[config.mk]
export PLATFORM = sky130hd
export DESIGN_NAME = uart_rx_wb
export DESIGN_NICKNAME = d
export VERILOG_FILES = /design/src/verilog/uart_rx_pkg.sv /design/src/verilog/rx_bit_sampler.sv /design/src/verilog/rx_frame_fsm.sv /design/src/verilog/rx_fifo.sv /design/src/verilog/rx_wb_port.sv /design/src/verilog/uart_rx_wb.sv
export VERILOG_INCLUDE_DIRS = /design/src /design/src/verilog
export SDC_FILE = /design/constraint.sdc
export NUM_CORES = 1
export LEC_CHECK = 0
export BUFFER_PORTS_ARGS = -buffer_cell sky130_fd_sc_hd__buf_4
export CORE_MARGIN = 10
export CORE_UTILIZATION = 55
export CTS_CLUSTER_DIAMETER = 80
export DETAILED_ROUTE_END_ITERATION = 7
export GPL_TIMING_DRIVEN = 0
export PLACE_DENSITY = 0.78
export SETUP_SLACK_MARGIN = 0.5
export SLEW_MARGIN = 15
export SYNTH_ARGS = -nofsm -noshare
export SYNTH_HDL_FRONTEND = slang
export SYNTH_HIERARCHICAL = 1
export SYNTH_SLANG_ARGS = --single-unit
[constraint.sdc]
create_clock -name CLK -period 7.55 [get_ports CLK]
set_input_delay 0.755 -clock CLK [delete_from_list [all_inputs] [get_ports CLK]]
set_output_delay 0.755 -clock CLK [all_outputs]
set_load 0.01 [all_outputs]
[src/verilog/uart_rx_defs.svh]
// Shared constants for the UART receiver with Wishbone register port.
// Include this wherever a width, depth, address or reset value is needed.

`ifndef UART_RX_DEFS_SVH
`define UART_RX_DEFS_SVH

//////////////////////////////////////////////////
// frame format
//////////////////////////////////////////////////

// data bits per frame
`define UART_DATA_W 8

//////////////////////////////////////////////////
// receive buffer
//////////////////////////////////////////////////

`define UART_FIFO_DEPTH 4 // words, keep a power of two

//////////////////////////////////////////////////
// wishbone register map, word addresses
//////////////////////////////////////////////////

`define UART_ADDR_DATA   2'd0 // rx word, read pops
`define UART_ADDR_STATUS 2'd1 // empty, full, overrun
`define UART_ADDR_CTRL   2'd2 // prescale and parity setup

//////////////////////////////////////////////////
// control register reset value
//////////////////////////////////////////////////

// oversampling ratio out of reset, 8, 16 or 32 are legal
`define UART_PRESCALE_RST 6'd16

`endif

[src/verilog/uart_rx_pkg.sv]
// Types shared by the UART receiver blocks and the bound checker.
// Referenced by scoped name, never imported.

`default_nettype none

`include "uart_rx_defs.svh"

package uart_rx_pkg;

    //////////////////////////////////////////////////
    // received word, also the fifo payload
    //////////////////////////////////////////////////

    // bit 9 framing error, bit 8 parity error, bits 7..0 data
    typedef struct packed {
        logic                      framing_err; // stop bit sampled as 0
        logic                      parity_err;  // parity bit mismatch
        logic [`UART_DATA_W-1:0]   data;        // lsb received first
    } rx_word_t;

    //////////////////////////////////////////////////
    // frame state machine
    //////////////////////////////////////////////////

    typedef enum logic [2:0] {
        st_idle,   // waiting for a falling line
        st_start,  // start bit, glitch check at its end
        st_data,   // shifting data bits
        st_parity, // optional parity bit
        st_stop    // stop bit, push or overrun
    } frame_state_t;

    //////////////////////////////////////////////////
    // register port
    //////////////////////////////////////////////////

    typedef logic [1:0] reg_addr_t; // word address

endpackage

`default_nettype wire

[src/verilog/rx_bit_sampler.sv]
// Input side of the receiver. Synchronizes the serial line, counts
// oversampling edges per bit and majority-votes three mid-bit samples.
// The frame FSM enables it and clears the counter between frames.

`default_nettype none

module rx_bit_sampler (
    input  logic       CLK,
    input  logic       arst_n,
    input  logic       rx,
    input  logic [5:0] prescale,
    input  logic       sampler_en,
    input  logic       clear_counters,
    output logic       start_edge,
    output logic       bit_done,
    output logic       sampled_bit
);

    //////////////////////////////////////////////////
    // line synchronizer
    //////////////////////////////////////////////////

    logic rx_meta;
    logic rx_sync;
    logic rx_prev;

    always_ff @(posedge CLK or negedge arst_n) begin
        if (!arst_n) begin
            rx_meta <= 1'b1; // line idles high
            rx_sync <= 1'b1;
            rx_prev <= 1'b1;
        end else begin
            rx_meta <= rx;
            rx_sync <= rx_meta;
            rx_prev <= rx_sync;
        end
    end

    assign start_edge = rx_prev & ~rx_sync; // falling synchronized line

    //////////////////////////////////////////////////
    // edge counter
    //////////////////////////////////////////////////

    logic [5:0] edge_cnt;
    logic [5:0] last_edge;
    logic [5:0] mid_edge;

    assign last_edge = prescale - 6'd1;
    assign mid_edge  = {1'b0, prescale[5:1]};

    // >= so a prescale change mid-frame cannot run the counter away
    assign bit_done = sampler_en & (edge_cnt >= last_edge);

    always_ff @(posedge CLK or negedge arst_n) begin
        if (!arst_n) begin
            edge_cnt <= '0;
        end else if (clear_counters) begin
            edge_cnt <= '0;
        end else if (sampler_en) begin
            edge_cnt <= bit_done ? 6'd0 : edge_cnt + 6'd1; // wrap each bit
        end
    end

    //////////////////////////////////////////////////
    // mid-bit samples and vote
    //////////////////////////////////////////////////

    logic [2:0] samples;

    always_ff @(posedge CLK) begin
        if (sampler_en) begin
            if (edge_cnt == mid_edge - 6'd1) begin
                samples[0] <= rx_sync;
            end
            if (edge_cnt == mid_edge) begin
                samples[1] <= rx_sync;
            end
            if (edge_cnt == mid_edge + 6'd1) begin
                samples[2] <= rx_sync;
            end
        end
    end

    // two out of three
    assign sampled_bit = (samples[0] & samples[1]) |
                         (samples[0] & samples[2]) |
                         (samples[1] & samples[2]);

endmodule

`default_nettype wire

[src/verilog/rx_frame_fsm.sv]
// Frame state machine of the receiver. Walks start, data, parity and stop,
// shifting data lsb first and folding parity on the way. Pushes the word
// into the FIFO on the stop bit, or flags overrun when the FIFO is full.

`default_nettype none

`include "uart_rx_defs.svh"

module rx_frame_fsm (
    input  logic                  CLK,
    input  logic                  arst_n,
    input  logic                  start_edge,
    input  logic                  bit_done,
    input  logic                  sampled_bit,
    input  logic                  par_en,
    input  logic                  par_typ,
    input  logic                  full,
    output logic                  sampler_en,
    output logic                  clear_counters,
    output logic                  push,
    output uart_rx_pkg::rx_word_t wdata,
    output logic                  overrun_set
);

    localparam int CNT_W = $clog2(`UART_DATA_W);
    localparam logic [CNT_W-1:0] LAST_BIT = CNT_W'(`UART_DATA_W - 1);

    uart_rx_pkg::frame_state_t state;
    uart_rx_pkg::frame_state_t state_nxt;

    logic [CNT_W-1:0]        bit_cnt;
    logic [`UART_DATA_W-1:0] shift_q;  // deserialized data
    logic                    par_acc;  // xor of data bits so far
    logic                    par_err_q;

    //////////////////////////////////////////////////
    // next state
    //////////////////////////////////////////////////

    always_comb begin
        state_nxt = state;
        case (state)
            uart_rx_pkg::st_idle: begin
                if (start_edge) begin
                    state_nxt = uart_rx_pkg::st_start;
                end
            end
            uart_rx_pkg::st_start: begin
                if (bit_done) begin
                    // a 1 here means the low pulse was a glitch
                    state_nxt = sampled_bit ? uart_rx_pkg::st_idle : uart_rx_pkg::st_data;
                end
            end
            uart_rx_pkg::st_data: begin
                if (bit_done && bit_cnt == LAST_BIT) begin
                    state_nxt = par_en ? uart_rx_pkg::st_parity : uart_rx_pkg::st_stop;
                end
            end
            uart_rx_pkg::st_parity: begin
                if (bit_done) begin
                    state_nxt = uart_rx_pkg::st_stop;
                end
            end
            uart_rx_pkg::st_stop: begin
                if (bit_done) begin
                    // back-to-back frame can start on this very cycle
                    state_nxt = start_edge ? uart_rx_pkg::st_start : uart_rx_pkg::st_idle;
                end
            end
            default: state_nxt = uart_rx_pkg::st_idle;
        endcase
    end

    //////////////////////////////////////////////////
    // state and datapath registers
    //////////////////////////////////////////////////

    always_ff @(posedge CLK or negedge arst_n) begin
        if (!arst_n) begin
            state     <= uart_rx_pkg::st_idle;
            bit_cnt   <= '0;
            par_acc   <= 1'b0;
            par_err_q <= 1'b0;
        end else begin
            state <= state_nxt;
            if (state == uart_rx_pkg::st_start) begin
                bit_cnt   <= '0; // fresh frame
                par_acc   <= 1'b0;
                par_err_q <= 1'b0;
            end else if (bit_done && state == uart_rx_pkg::st_data) begin
                bit_cnt <= bit_cnt + 1'b1;
                par_acc <= par_acc ^ sampled_bit;
            end else if (bit_done && state == uart_rx_pkg::st_parity) begin
                // odd parity expects the inverse of the data xor
                par_err_q <= sampled_bit ^ par_acc ^ par_typ;
            end
        end
    end

    always_ff @(posedge CLK) begin
        if (bit_done && state == uart_rx_pkg::st_data) begin
            shift_q <= {sampled_bit, shift_q[`UART_DATA_W-1:1]}; // lsb first
        end
    end

    //////////////////////////////////////////////////
    // outputs
    //////////////////////////////////////////////////

    assign sampler_en     = (state != uart_rx_pkg::st_idle);
    assign clear_counters = (state == uart_rx_pkg::st_idle);

    assign push        = (state == uart_rx_pkg::st_stop) & bit_done & ~full;
    assign overrun_set = (state == uart_rx_pkg::st_stop) & bit_done & full; // word lost

    always_comb begin
        wdata.data        = shift_q;
        wdata.parity_err  = par_err_q;
        wdata.framing_err = ~sampled_bit; // stop bit must be 1
    end

endmodule

`default_nettype wire

[src/verilog/rx_fifo.sv]
// Synchronous FIFO for received words. The payload type is a parameter.
// Head entry falls through to rdata; push when full and pop when empty
// are both ignored.

`default_nettype none

module rx_fifo #(
    parameter type         payload_t = logic [7:0],
    parameter int unsigned depth     = 4 // power of two
) (
    input  logic     CLK,
    input  logic     arst_n,
    input  logic     push,
    input  payload_t wdata,
    input  logic     pop,
    output payload_t rdata,
    output logic     empty,
    output logic     full
);

    localparam int PTR_W = (depth > 1) ? $clog2(depth) : 1;
    localparam int CNT_W = $clog2(depth + 1);

    payload_t mem [depth];

    logic [PTR_W-1:0] wr_ptr;
    logic [PTR_W-1:0] rd_ptr;
    logic [CNT_W-1:0] count;
    logic             do_push;
    logic             do_pop;

    assign empty   = (count == '0);
    assign full    = (count == CNT_W'(depth));
    assign do_push = push & ~full;
    assign do_pop  = pop & ~empty;

    always_ff @(posedge CLK) begin
        if (do_push) begin
            mem[wr_ptr] <= wdata;
        end
    end

    always_ff @(posedge CLK or negedge arst_n) begin
        if (!arst_n) begin
            wr_ptr <= '0;
            rd_ptr <= '0;
            count  <= '0;
        end else begin
            if (do_push) begin
                wr_ptr <= wr_ptr + 1'b1; // wraps, depth is a power of two
            end
            if (do_pop) begin
                rd_ptr <= rd_ptr + 1'b1;
            end
            count <= count + CNT_W'(do_push) - CNT_W'(do_pop);
        end
    end

    assign rdata = mem[rd_ptr]; // fall-through head

endmodule

`default_nettype wire

[src/verilog/rx_wb_port.sv]
// Wishbone classic slave for the UART receiver. Serves DATA, STATUS and
// CTRL, acks one cycle after the request and pops the FIFO on DATA reads.
// Holds the control register and the sticky overrun flag.

`default_nettype none

`include "uart_rx_defs.svh"

module rx_wb_port (
    input  logic                   CLK,
    input  logic                   arst_n,
    input  logic                   cyc,
    input  logic                   stb,
    input  logic                   we,
    input  uart_rx_pkg::reg_addr_t adr,
    input  logic [31:0]            dat_w,
    input  logic [3:0]             sel,
    output logic [31:0]            dat_r,
    output logic                   ack,
    input  uart_rx_pkg::rx_word_t  rdata,
    input  logic                   empty,
    input  logic                   full,
    input  logic                   overrun_set,
    output logic                   pop,
    output logic [5:0]             prescale,
    output logic                   par_en,
    output logic                   par_typ
);

    logic overrun;
    logic acc_rd; // acknowledged read
    logic acc_wr; // acknowledged write

    //////////////////////////////////////////////////
    // handshake
    //////////////////////////////////////////////////

    always_ff @(posedge CLK or negedge arst_n) begin
        if (!arst_n) begin
            ack <= 1'b0;
        end else begin
            ack <= cyc & stb & ~ack; // single cycle, drops with stb high
        end
    end

    assign acc_rd = cyc & stb & ack & ~we;
    assign acc_wr = cyc & stb & ack & we;

    assign pop = acc_rd & (adr == `UART_ADDR_DATA) & ~empty;

    //////////////////////////////////////////////////
    // control and status registers
    //////////////////////////////////////////////////

    always_ff @(posedge CLK or negedge arst_n) begin
        if (!arst_n) begin
            prescale <= `UART_PRESCALE_RST;
            par_en   <= 1'b0;
            par_typ  <= 1'b0;
        end else if (acc_wr && adr == `UART_ADDR_CTRL) begin
            if (sel[0]) begin
                prescale <= dat_w[5:0];
            end
            if (sel[1]) begin
                par_en  <= dat_w[8];
                par_typ <= dat_w[9]; // 1 = odd
            end
        end
    end

    always_ff @(posedge CLK or negedge arst_n) begin
        if (!arst_n) begin
            overrun <= 1'b0;
        end else if (overrun_set) begin
            overrun <= 1'b1; // a new loss beats the clearing read
        end else if (acc_rd && adr == `UART_ADDR_STATUS) begin
            overrun <= 1'b0;
        end
    end

    // read mux
    always_comb begin
        dat_r = '0;
        case (adr)
            `UART_ADDR_DATA:   dat_r[9:0] = empty ? 10'd0 : rdata;
            `UART_ADDR_STATUS: dat_r[2:0] = {overrun, full, empty};
            `UART_ADDR_CTRL:   dat_r[9:0] = {par_typ, par_en, 2'b00, prescale};
            default:           dat_r = '0;
        endcase
    end

endmodule

`default_nettype wire

[src/verilog/uart_rx_wb.sv]
// Top level of the UART receiver with a Wishbone classic slave port.
// Wires the bit sampler, frame FSM, receive FIFO and register port.

`default_nettype none

`include "uart_rx_defs.svh"

module uart_rx_wb (
    input  logic                   CLK,
    input  logic                   arst_n,
    input  logic                   rx,
    input  logic                   cyc,
    input  logic                   stb,
    input  logic                   we,
    input  uart_rx_pkg::reg_addr_t adr,
    input  logic [31:0]            dat_w,
    input  logic [3:0]             sel,
    output logic [31:0]            dat_r,
    output logic                   ack
);

    logic                  start_edge;
    logic                  bit_done;
    logic                  sampled_bit;
    logic                  sampler_en;
    logic                  clear_counters;
    logic                  push;
    logic                  pop;
    logic                  empty;
    logic                  full;
    logic                  overrun_set;
    logic [5:0]            prescale;
    logic                  par_en;
    logic                  par_typ;
    uart_rx_pkg::rx_word_t wdata;
    uart_rx_pkg::rx_word_t rdata;

    rx_bit_sampler sampler_i (
        .CLK(CLK), .arst_n(arst_n), .rx(rx), .prescale(prescale),
        .sampler_en(sampler_en), .clear_counters(clear_counters),
        .start_edge(start_edge), .bit_done(bit_done), .sampled_bit(sampled_bit)
    );

    rx_frame_fsm fsm_i (
        .CLK(CLK), .arst_n(arst_n), .start_edge(start_edge), .bit_done(bit_done),
        .sampled_bit(sampled_bit), .par_en(par_en), .par_typ(par_typ), .full(full),
        .sampler_en(sampler_en), .clear_counters(clear_counters), .push(push),
        .wdata(wdata), .overrun_set(overrun_set)
    );

    rx_fifo #(
        .payload_t(uart_rx_pkg::rx_word_t),
        .depth    (`UART_FIFO_DEPTH)
    ) fifo_i (
        .CLK(CLK), .arst_n(arst_n), .push(push), .wdata(wdata), .pop(pop),
        .rdata(rdata), .empty(empty), .full(full)
    );

    rx_wb_port wb_i (
        .CLK(CLK), .arst_n(arst_n), .cyc(cyc), .stb(stb), .we(we), .adr(adr),
        .dat_w(dat_w), .sel(sel), .dat_r(dat_r), .ack(ack), .rdata(rdata),
        .empty(empty), .full(full), .overrun_set(overrun_set), .pop(pop),
        .prescale(prescale), .par_en(par_en), .par_typ(par_typ)
    );

endmodule

`default_nettype wire

# After elaboration in Yosys (flattened, before gate mapping)
# Memory sizes are Yosys's and may differ from the RTL's.
# Index checks and enable logic that the tools add are counted.
# word_totals
word_cells	121
input_bits	44
regBits	45
memories	1
mem_bits_rw	40
out_inout_bits	33
# mem_list
name	depth	width	rd	rd_clocked_by_memory_dff	write_ports	line_no	rtl
fifo_i.mem	4	10	1	0	1	rx_fifo.sv:24	payload_t mem [depth];
# classes
mux	26
n_reduce_logical	20
order_cmp	1
n_eq_ne	17
addsub	9
n_bitwise	27
# ops
op	n
two-way mux 3 bit	8
two-way mux 6 bit	3
AND 1 bit	17
one-hot mux 3 bit (5 select lines)	1
one-hot mux 7 bit (2 select lines)	1
== test 6 bit	2
inequality test 2 x 1 -> 1 bit, second input constant	6
AND reduction 2 bit	6
two-way mux 1 bit	10
two-way mux 10 bit	1
== test 3 bit, second input constant	3
one-hot mux 3 bit (3 select lines)	1
nonzero test 2 bit	4
adder 5 x 1 -> 6 bit, second input constant	1
adder 6 x 1 -> 6 bit, second input constant	1
== test 3 x 2 -> 1 bit, second input constant	2
== test 6 x 5 -> 1 bit	1
>= comparator 6 bit	1
zero test 3 bit	2
inverter 1 bit	6
subtractor 5 x 1 -> 6 bit, second input constant	1
subtractor 6 x 1 -> 6 bit, second input constant	1
logical AND 1 bit	5
AND reduction 5 bit	1
12 further kinds	15

# Longest topological paths before layout
# depth
word_depth	8
depth_mapped	21
mapped_depth_nobuf	18

# Cells and area by module
# Netlist, hierarchy kept.
# modules_own_cells
mod	seq_area_each_um2	cells_per_inst	area_each_um2	n_inst
rx_fifo	1376.3	94	1921.8	1
rx_bit_sampler	319.1	130	1137.3	1
rx_frame_fsm	440.4	67	797.0	1
rx_wb_port	251.5	80	745.7	1

# Worst setup path before layout
# Ideal clock, no wire load.
# synth_path
path_kind	register to register
startpoint	reg wb_i.prescale[2]
endpoint	reg fifo_i.count[2]
path_stages_with_launch	22
path_slack_ps	3227
period_less_slack_ps	4323
t_arrival_ps	4196
path_buffers	3
required_ps	7423
setup_ps	127
cell_sequence	dfrtp_1 buf_2 inv_1 ha_1 a21boi_0 nand2_1 xor2_1 ha_1 nand2_1 o21a_1 clkbuf_1 o21ai_1 and2_1 buf_2 nor3b_1 nand2b_1 ha_1 inv_1 ha_1 fa_1 xor2_1 xnor2_1
# synth_via
elab_chain_cells	8
# synth_rtl
element	line_no	rtl
start, declared	rx_wb_port.sv:25	output logic [5:0] prescale,
start signal, assigned	rx_wb_port.sv:57	prescale <= `UART_PRESCALE_RST;
start signal, assigned	rx_wb_port.sv:62	prescale <= dat_w[5:0];
subtractor 6 x 1 -> 6 bit	rx_bit_sampler.sv:49	assign last_edge = prescale - 6'd1;
>= comparator 6 bit	rx_bit_sampler.sv:53	assign bit_done = sampler_en & (edge_cnt >= last_edge);
AND 1 bit	rx_bit_sampler.sv:53	
net bit_done	uart_rx_wb.sv:23	logic bit_done;
AND 1 bit (2 in a row)	rx_frame_fsm.sv:113	assign push = (state == uart_rx_pkg::st_stop) & bit_done & ~full;
net push	uart_rx_wb.sv:27	logic push;
AND 1 bit	rx_fifo.sv:34	assign do_push = push & ~full;
adder 3 x 1 -> 3 bit	rx_fifo.sv:55	count <= count + CNT_W'(do_push) - CNT_W'(do_pop);
subtractor 3 x 1 -> 3 bit	rx_fifo.sv:55	
end signal, assigned	rx_fifo.sv:55	
end, declared	rx_fifo.sv:28	logic [CNT_W-1:0] count;
# The timed path passes the listed nets, and every way through them passes these cells.
# A chain may end at the register's enable or synchronous reset.

# Final worst setup path
# layout_path
startpoint	reg wb_i.prescale[1]
endpoint	reg fifo_i.count[2]
# The elaborated chain is that of the path after synthesis.

==> results.json <==
{
  "status": "finished clean",
  "die_w_um": 111,
  "clk_latency_ns": 0.36,
  "power_mw": 1.25,
  "power.leakage_nw": 2.18,
  "postCtsHoldBufs": 0,
  "synthArstFlopShare_pct": 40.0,
  "slew_headroom_pct": 43.8,
  "fin_nets": 495,
  "fmax_mhz": 194,
  "grt.overflow.total": 0,
  "start_util_pct": 56.3,
  "synth_edf_count": 51,
  "die_y_um": 111,
  "grt_pass1_wl_mm": 15.7,
  "ys_ff_latch": 85,
  "post-route-period-util_pct": 68.2,
  "cts_root_buffer": "clkbuf_8",
  "setup_slack_ns": 2.40,
  "grt_usage_pct": 15.3,
  "clockBufferDepth": 2,
  "totalNegativeSetupSlack_ns": 0,
  "wl_met1_mm": 3.98,
  "ys_seq_area_share_pct": 51.9,
  "fin_crit_ns": 5.15,
  "gp_congestion": 0.826,
  "worst_pin_slew_ns": 0.841,
  "hold_class": "in2async",
  "dp_worst_setup_slack_ns": 2.47,
  "layout-drive-gt1-share_pct": 25.2,
  "core_sq_um": 8180,
  "antenna_cells": 0,
  "antenna_found_initial": 0,
  "tritoncts": "built",
  "std_cell_rows": 33,
  "htreeDepth": 3,
  "routed_wl_mm": 9.34,
  "slew_violations": 0,
  "clkTransAtPathRegs_ns": 0.09,
  "power_density_nw_per_um2": 240,
  "drtIter0Drc": 184,
  "io_buffers": 28,
  "grt_pass1_vias": 3077,
  "dr.max_layer_used": "met4",
  "worst_ep_arrival_time_ns": 5.38,
  "fill_cells": 631,
  "synth.distinct_cells": 68,
  "drv_cap": 0,
  "r2r_setup_slack_ns": 2.40,
  "cp_max_fo": 10,
  "endpoint_kind": "flip-flop",
  "route.detailed.drc": 0,
  "syn_inst": 371,
  "wl_per_cell_um": 17.3,
  "vias": 3039,
  "drt-pass1-iter-count": 4,
  "grt_max_degree": 35,
  "worstPathRequired_ns": 7.78,
  "viasPerCell": 5.62,
  "die_area_sq_um": 12400,
  "yosys_warnings": 6,
  "clock_sinks": 85,
  "cts_buffers": 9,
  "syn_avg_cell_area_sq_um": 12.4,
  "area_delta_synth_final_pct": 13.1,
  "ant_nets": 0,
  "hpwl_mm": 6.86,
  "path_class": "reg2reg",
  "route.met2.wl_mm": 4.46,
  "finalHoldViolations": 0,
  "ir_worst_vdd_v": 0.000109,
  "setup-violations-final": 0,
  "post_cts_buffers": 0,
  "io_pins": 77,
  "synth_area_sq_um": 4600,
  "rsz0062_at_grt": "false",
  "startpoint_type": "flip-flop",
  "ctsResizeCount": 0,
  "route.met3.wl_um": 746,
  "synth-main-ff-cell": "edfxtp_1",
  "skew_ns": 0.0130
}
cells by family after synthesis:
kind of cell	after synthesis	synth area share, %
flip-flops	85	51.9
buffers and inverters	57	7.10
multiplexers	18	6.85
AND/OR/NAND/NOR	101	13.7
adder cells (fa/ha/maj)	21	5.82
XOR/XNOR	19	3.62
AO/OA/AOI/OAI	69	11.0
other	1	0.0815
metrics by stage:
| stage | utilization, % | std cells | hold slack (ns) | area (sq um) |
|---|---|---|---|---|
| floorplan | - | 392 | 0.345 | 4680 |
| global placement | 61.4 | 525 | 0.348 | 5020 |
| detailed placement | 61.4 | 525 | 0.347 | 5020 |
| CTS | 63.7 | 541 | 0.343 | 5200 |
| global route | 63.7 | 541 | 0.357 | 5200 |
| finish | 63.7 | 541 | 0.337 | 5200 |
synthesized netlist by cell type, drive strengths merged (3+ instances only):
library cell	instances	area share, %
a21oi	7	0.84
a22oi	8	1.3
a31oi	4	0.54
and2	5	0.68
and3b	5	0.95
buf	37	5.5
clkbuf	4	0.33
dfrtp	30	16
dfstp	4	2.3
edfxtp	51	33
ha	19	5.2
inv	16	1.3
mux2	8	2.0
mux4	10	4.9
nand2	17	1.4
nand2b	13	1.9
nand3	6	0.76
nand4bb	3	0.73
nor2	18	1.5
nor2b	5	0.68
nor3	9	1.2
nor3b	4	0.90
o2111ai	5	0.95
o211ai	8	1.3
o21a	3	0.49
o21ai	12	1.3
o2bb2ai	3	0.57
o31ai	3	0.60
xnor2	11	2.1
xor2	8	1.5
power by group:
group / switching, mW / total [mW] / internal, mW
sequential: 0.0464 / 0.589 / 0.543
combinational: 0.194 / 0.357 / 0.163
clock: 0.175 / 0.301 / 0.126
total: 0.415 / 1.25 / 0.832
layout make-up:
cell class | count | area [sq um] | area share (%)
Tap cell | 105 | 131 | 2.52
Timing Repair Buffer | 28 | 210 | 4.04
Clock inverter | 6 | 53.8 | 1.03
Multi-Input combinational cell | 250 | 1970 | 37.8
Inverter | 16 | 60.1 | 1.15
Clock buffer | 10 | 128 | 2.45
Sequential cell | 85 | 2390 | 45.9
Buffer | 41 | 267 | 5.12
placed cells by master (no fill, tap or decap), types with 4 or more instances in the layout:
master and count:
conb_1 22, nor2_1 18, dfstp_2 4, edfxtp_1 51, nand2_1 17, clkbuf_8 9
a21oi_1 6, and3b_1 5, nand2b_1 12, buf_2 9, nor2b_1 5, o211ai_1 8
xnor2_1 11, nand3_1 5, nor3_1 8, o21ai_0 10, and2_1 4, buf_4 53
inv_1 15, mux4_2 10, ha_1 19, mux2_2 8, o2111ai_1 5, xor2_1 8
dfrtp_1 30, a22oi_1 8, clkbuf_1 5, a31oi_1 4
worst paths after layout:
check | from | endpoint | cells past startpoint
max in group asynchronous | arst_n | sampler_i/rx_meta$_DFF_PN1_ | 1
max reg2reg | wb_i/prescale[1]$_DFFE_PN0P_ | fifo_i/count[2]$_DFF_PN0_ | 18
min reg2reg | sampler_i/rx_meta$_DFF_PN1_ | sampler_i/rx_sync$_DFF_PN1_ | 0
min in group CLK | sampler_i/rx_meta$_DFF_PN1_ | sampler_i/rx_sync$_DFF_PN1_ | 0
max | wb_i/prescale[1]$_DFFE_PN0P_ | fifo_i/count[2]$_DFF_PN0_ | 18
min | arst_n | fifo_i/count[1]$_DFF_PN0_ | 1
worst max-delay path, cell delays in order (launching register included):
cell and delay, ns:
dfrtp_1 0.60, inv_1 0.16, ha_1 0.23, a21boi_0 0.27
nand2_1 0.12, xor2_1 0.15, ha_1 0.32, nand4_1 0.35
o21ai_1 0.28, and2_1 0.27, buf_2 0.25, nor3b_1 0.72
nand2b_1 0.12, ha_1 0.30, inv_1 0.04, ha_1 0.18
fa_1 0.38, xor2_1 0.16, xnor2_1 0.13
layer usage:
layer | GRT usage, % | vias to the layer above
li1 | - | 1448
met4 | 6.34 | 0
met2 | 23.8 | 102
met1 | 19.6 | 1477
met5 | 0 | -
met3 | 4.29 | 12
state kept, by name (all words and copies together) (netlist names), 2 cells and up:
register,flops
fifo_i/mem,40
fsm_i/shift_q,8
sampler_i/edge_cnt,6
wb_i/prescale,6
fifo_i/count,3
fsm_i/bit_cnt,3
fsm_i/state,3
sampler_i/samples,3
fifo_i/rd_ptr,2
fifo_i/wr_ptr,2
(Power assumes the default switching activity.)
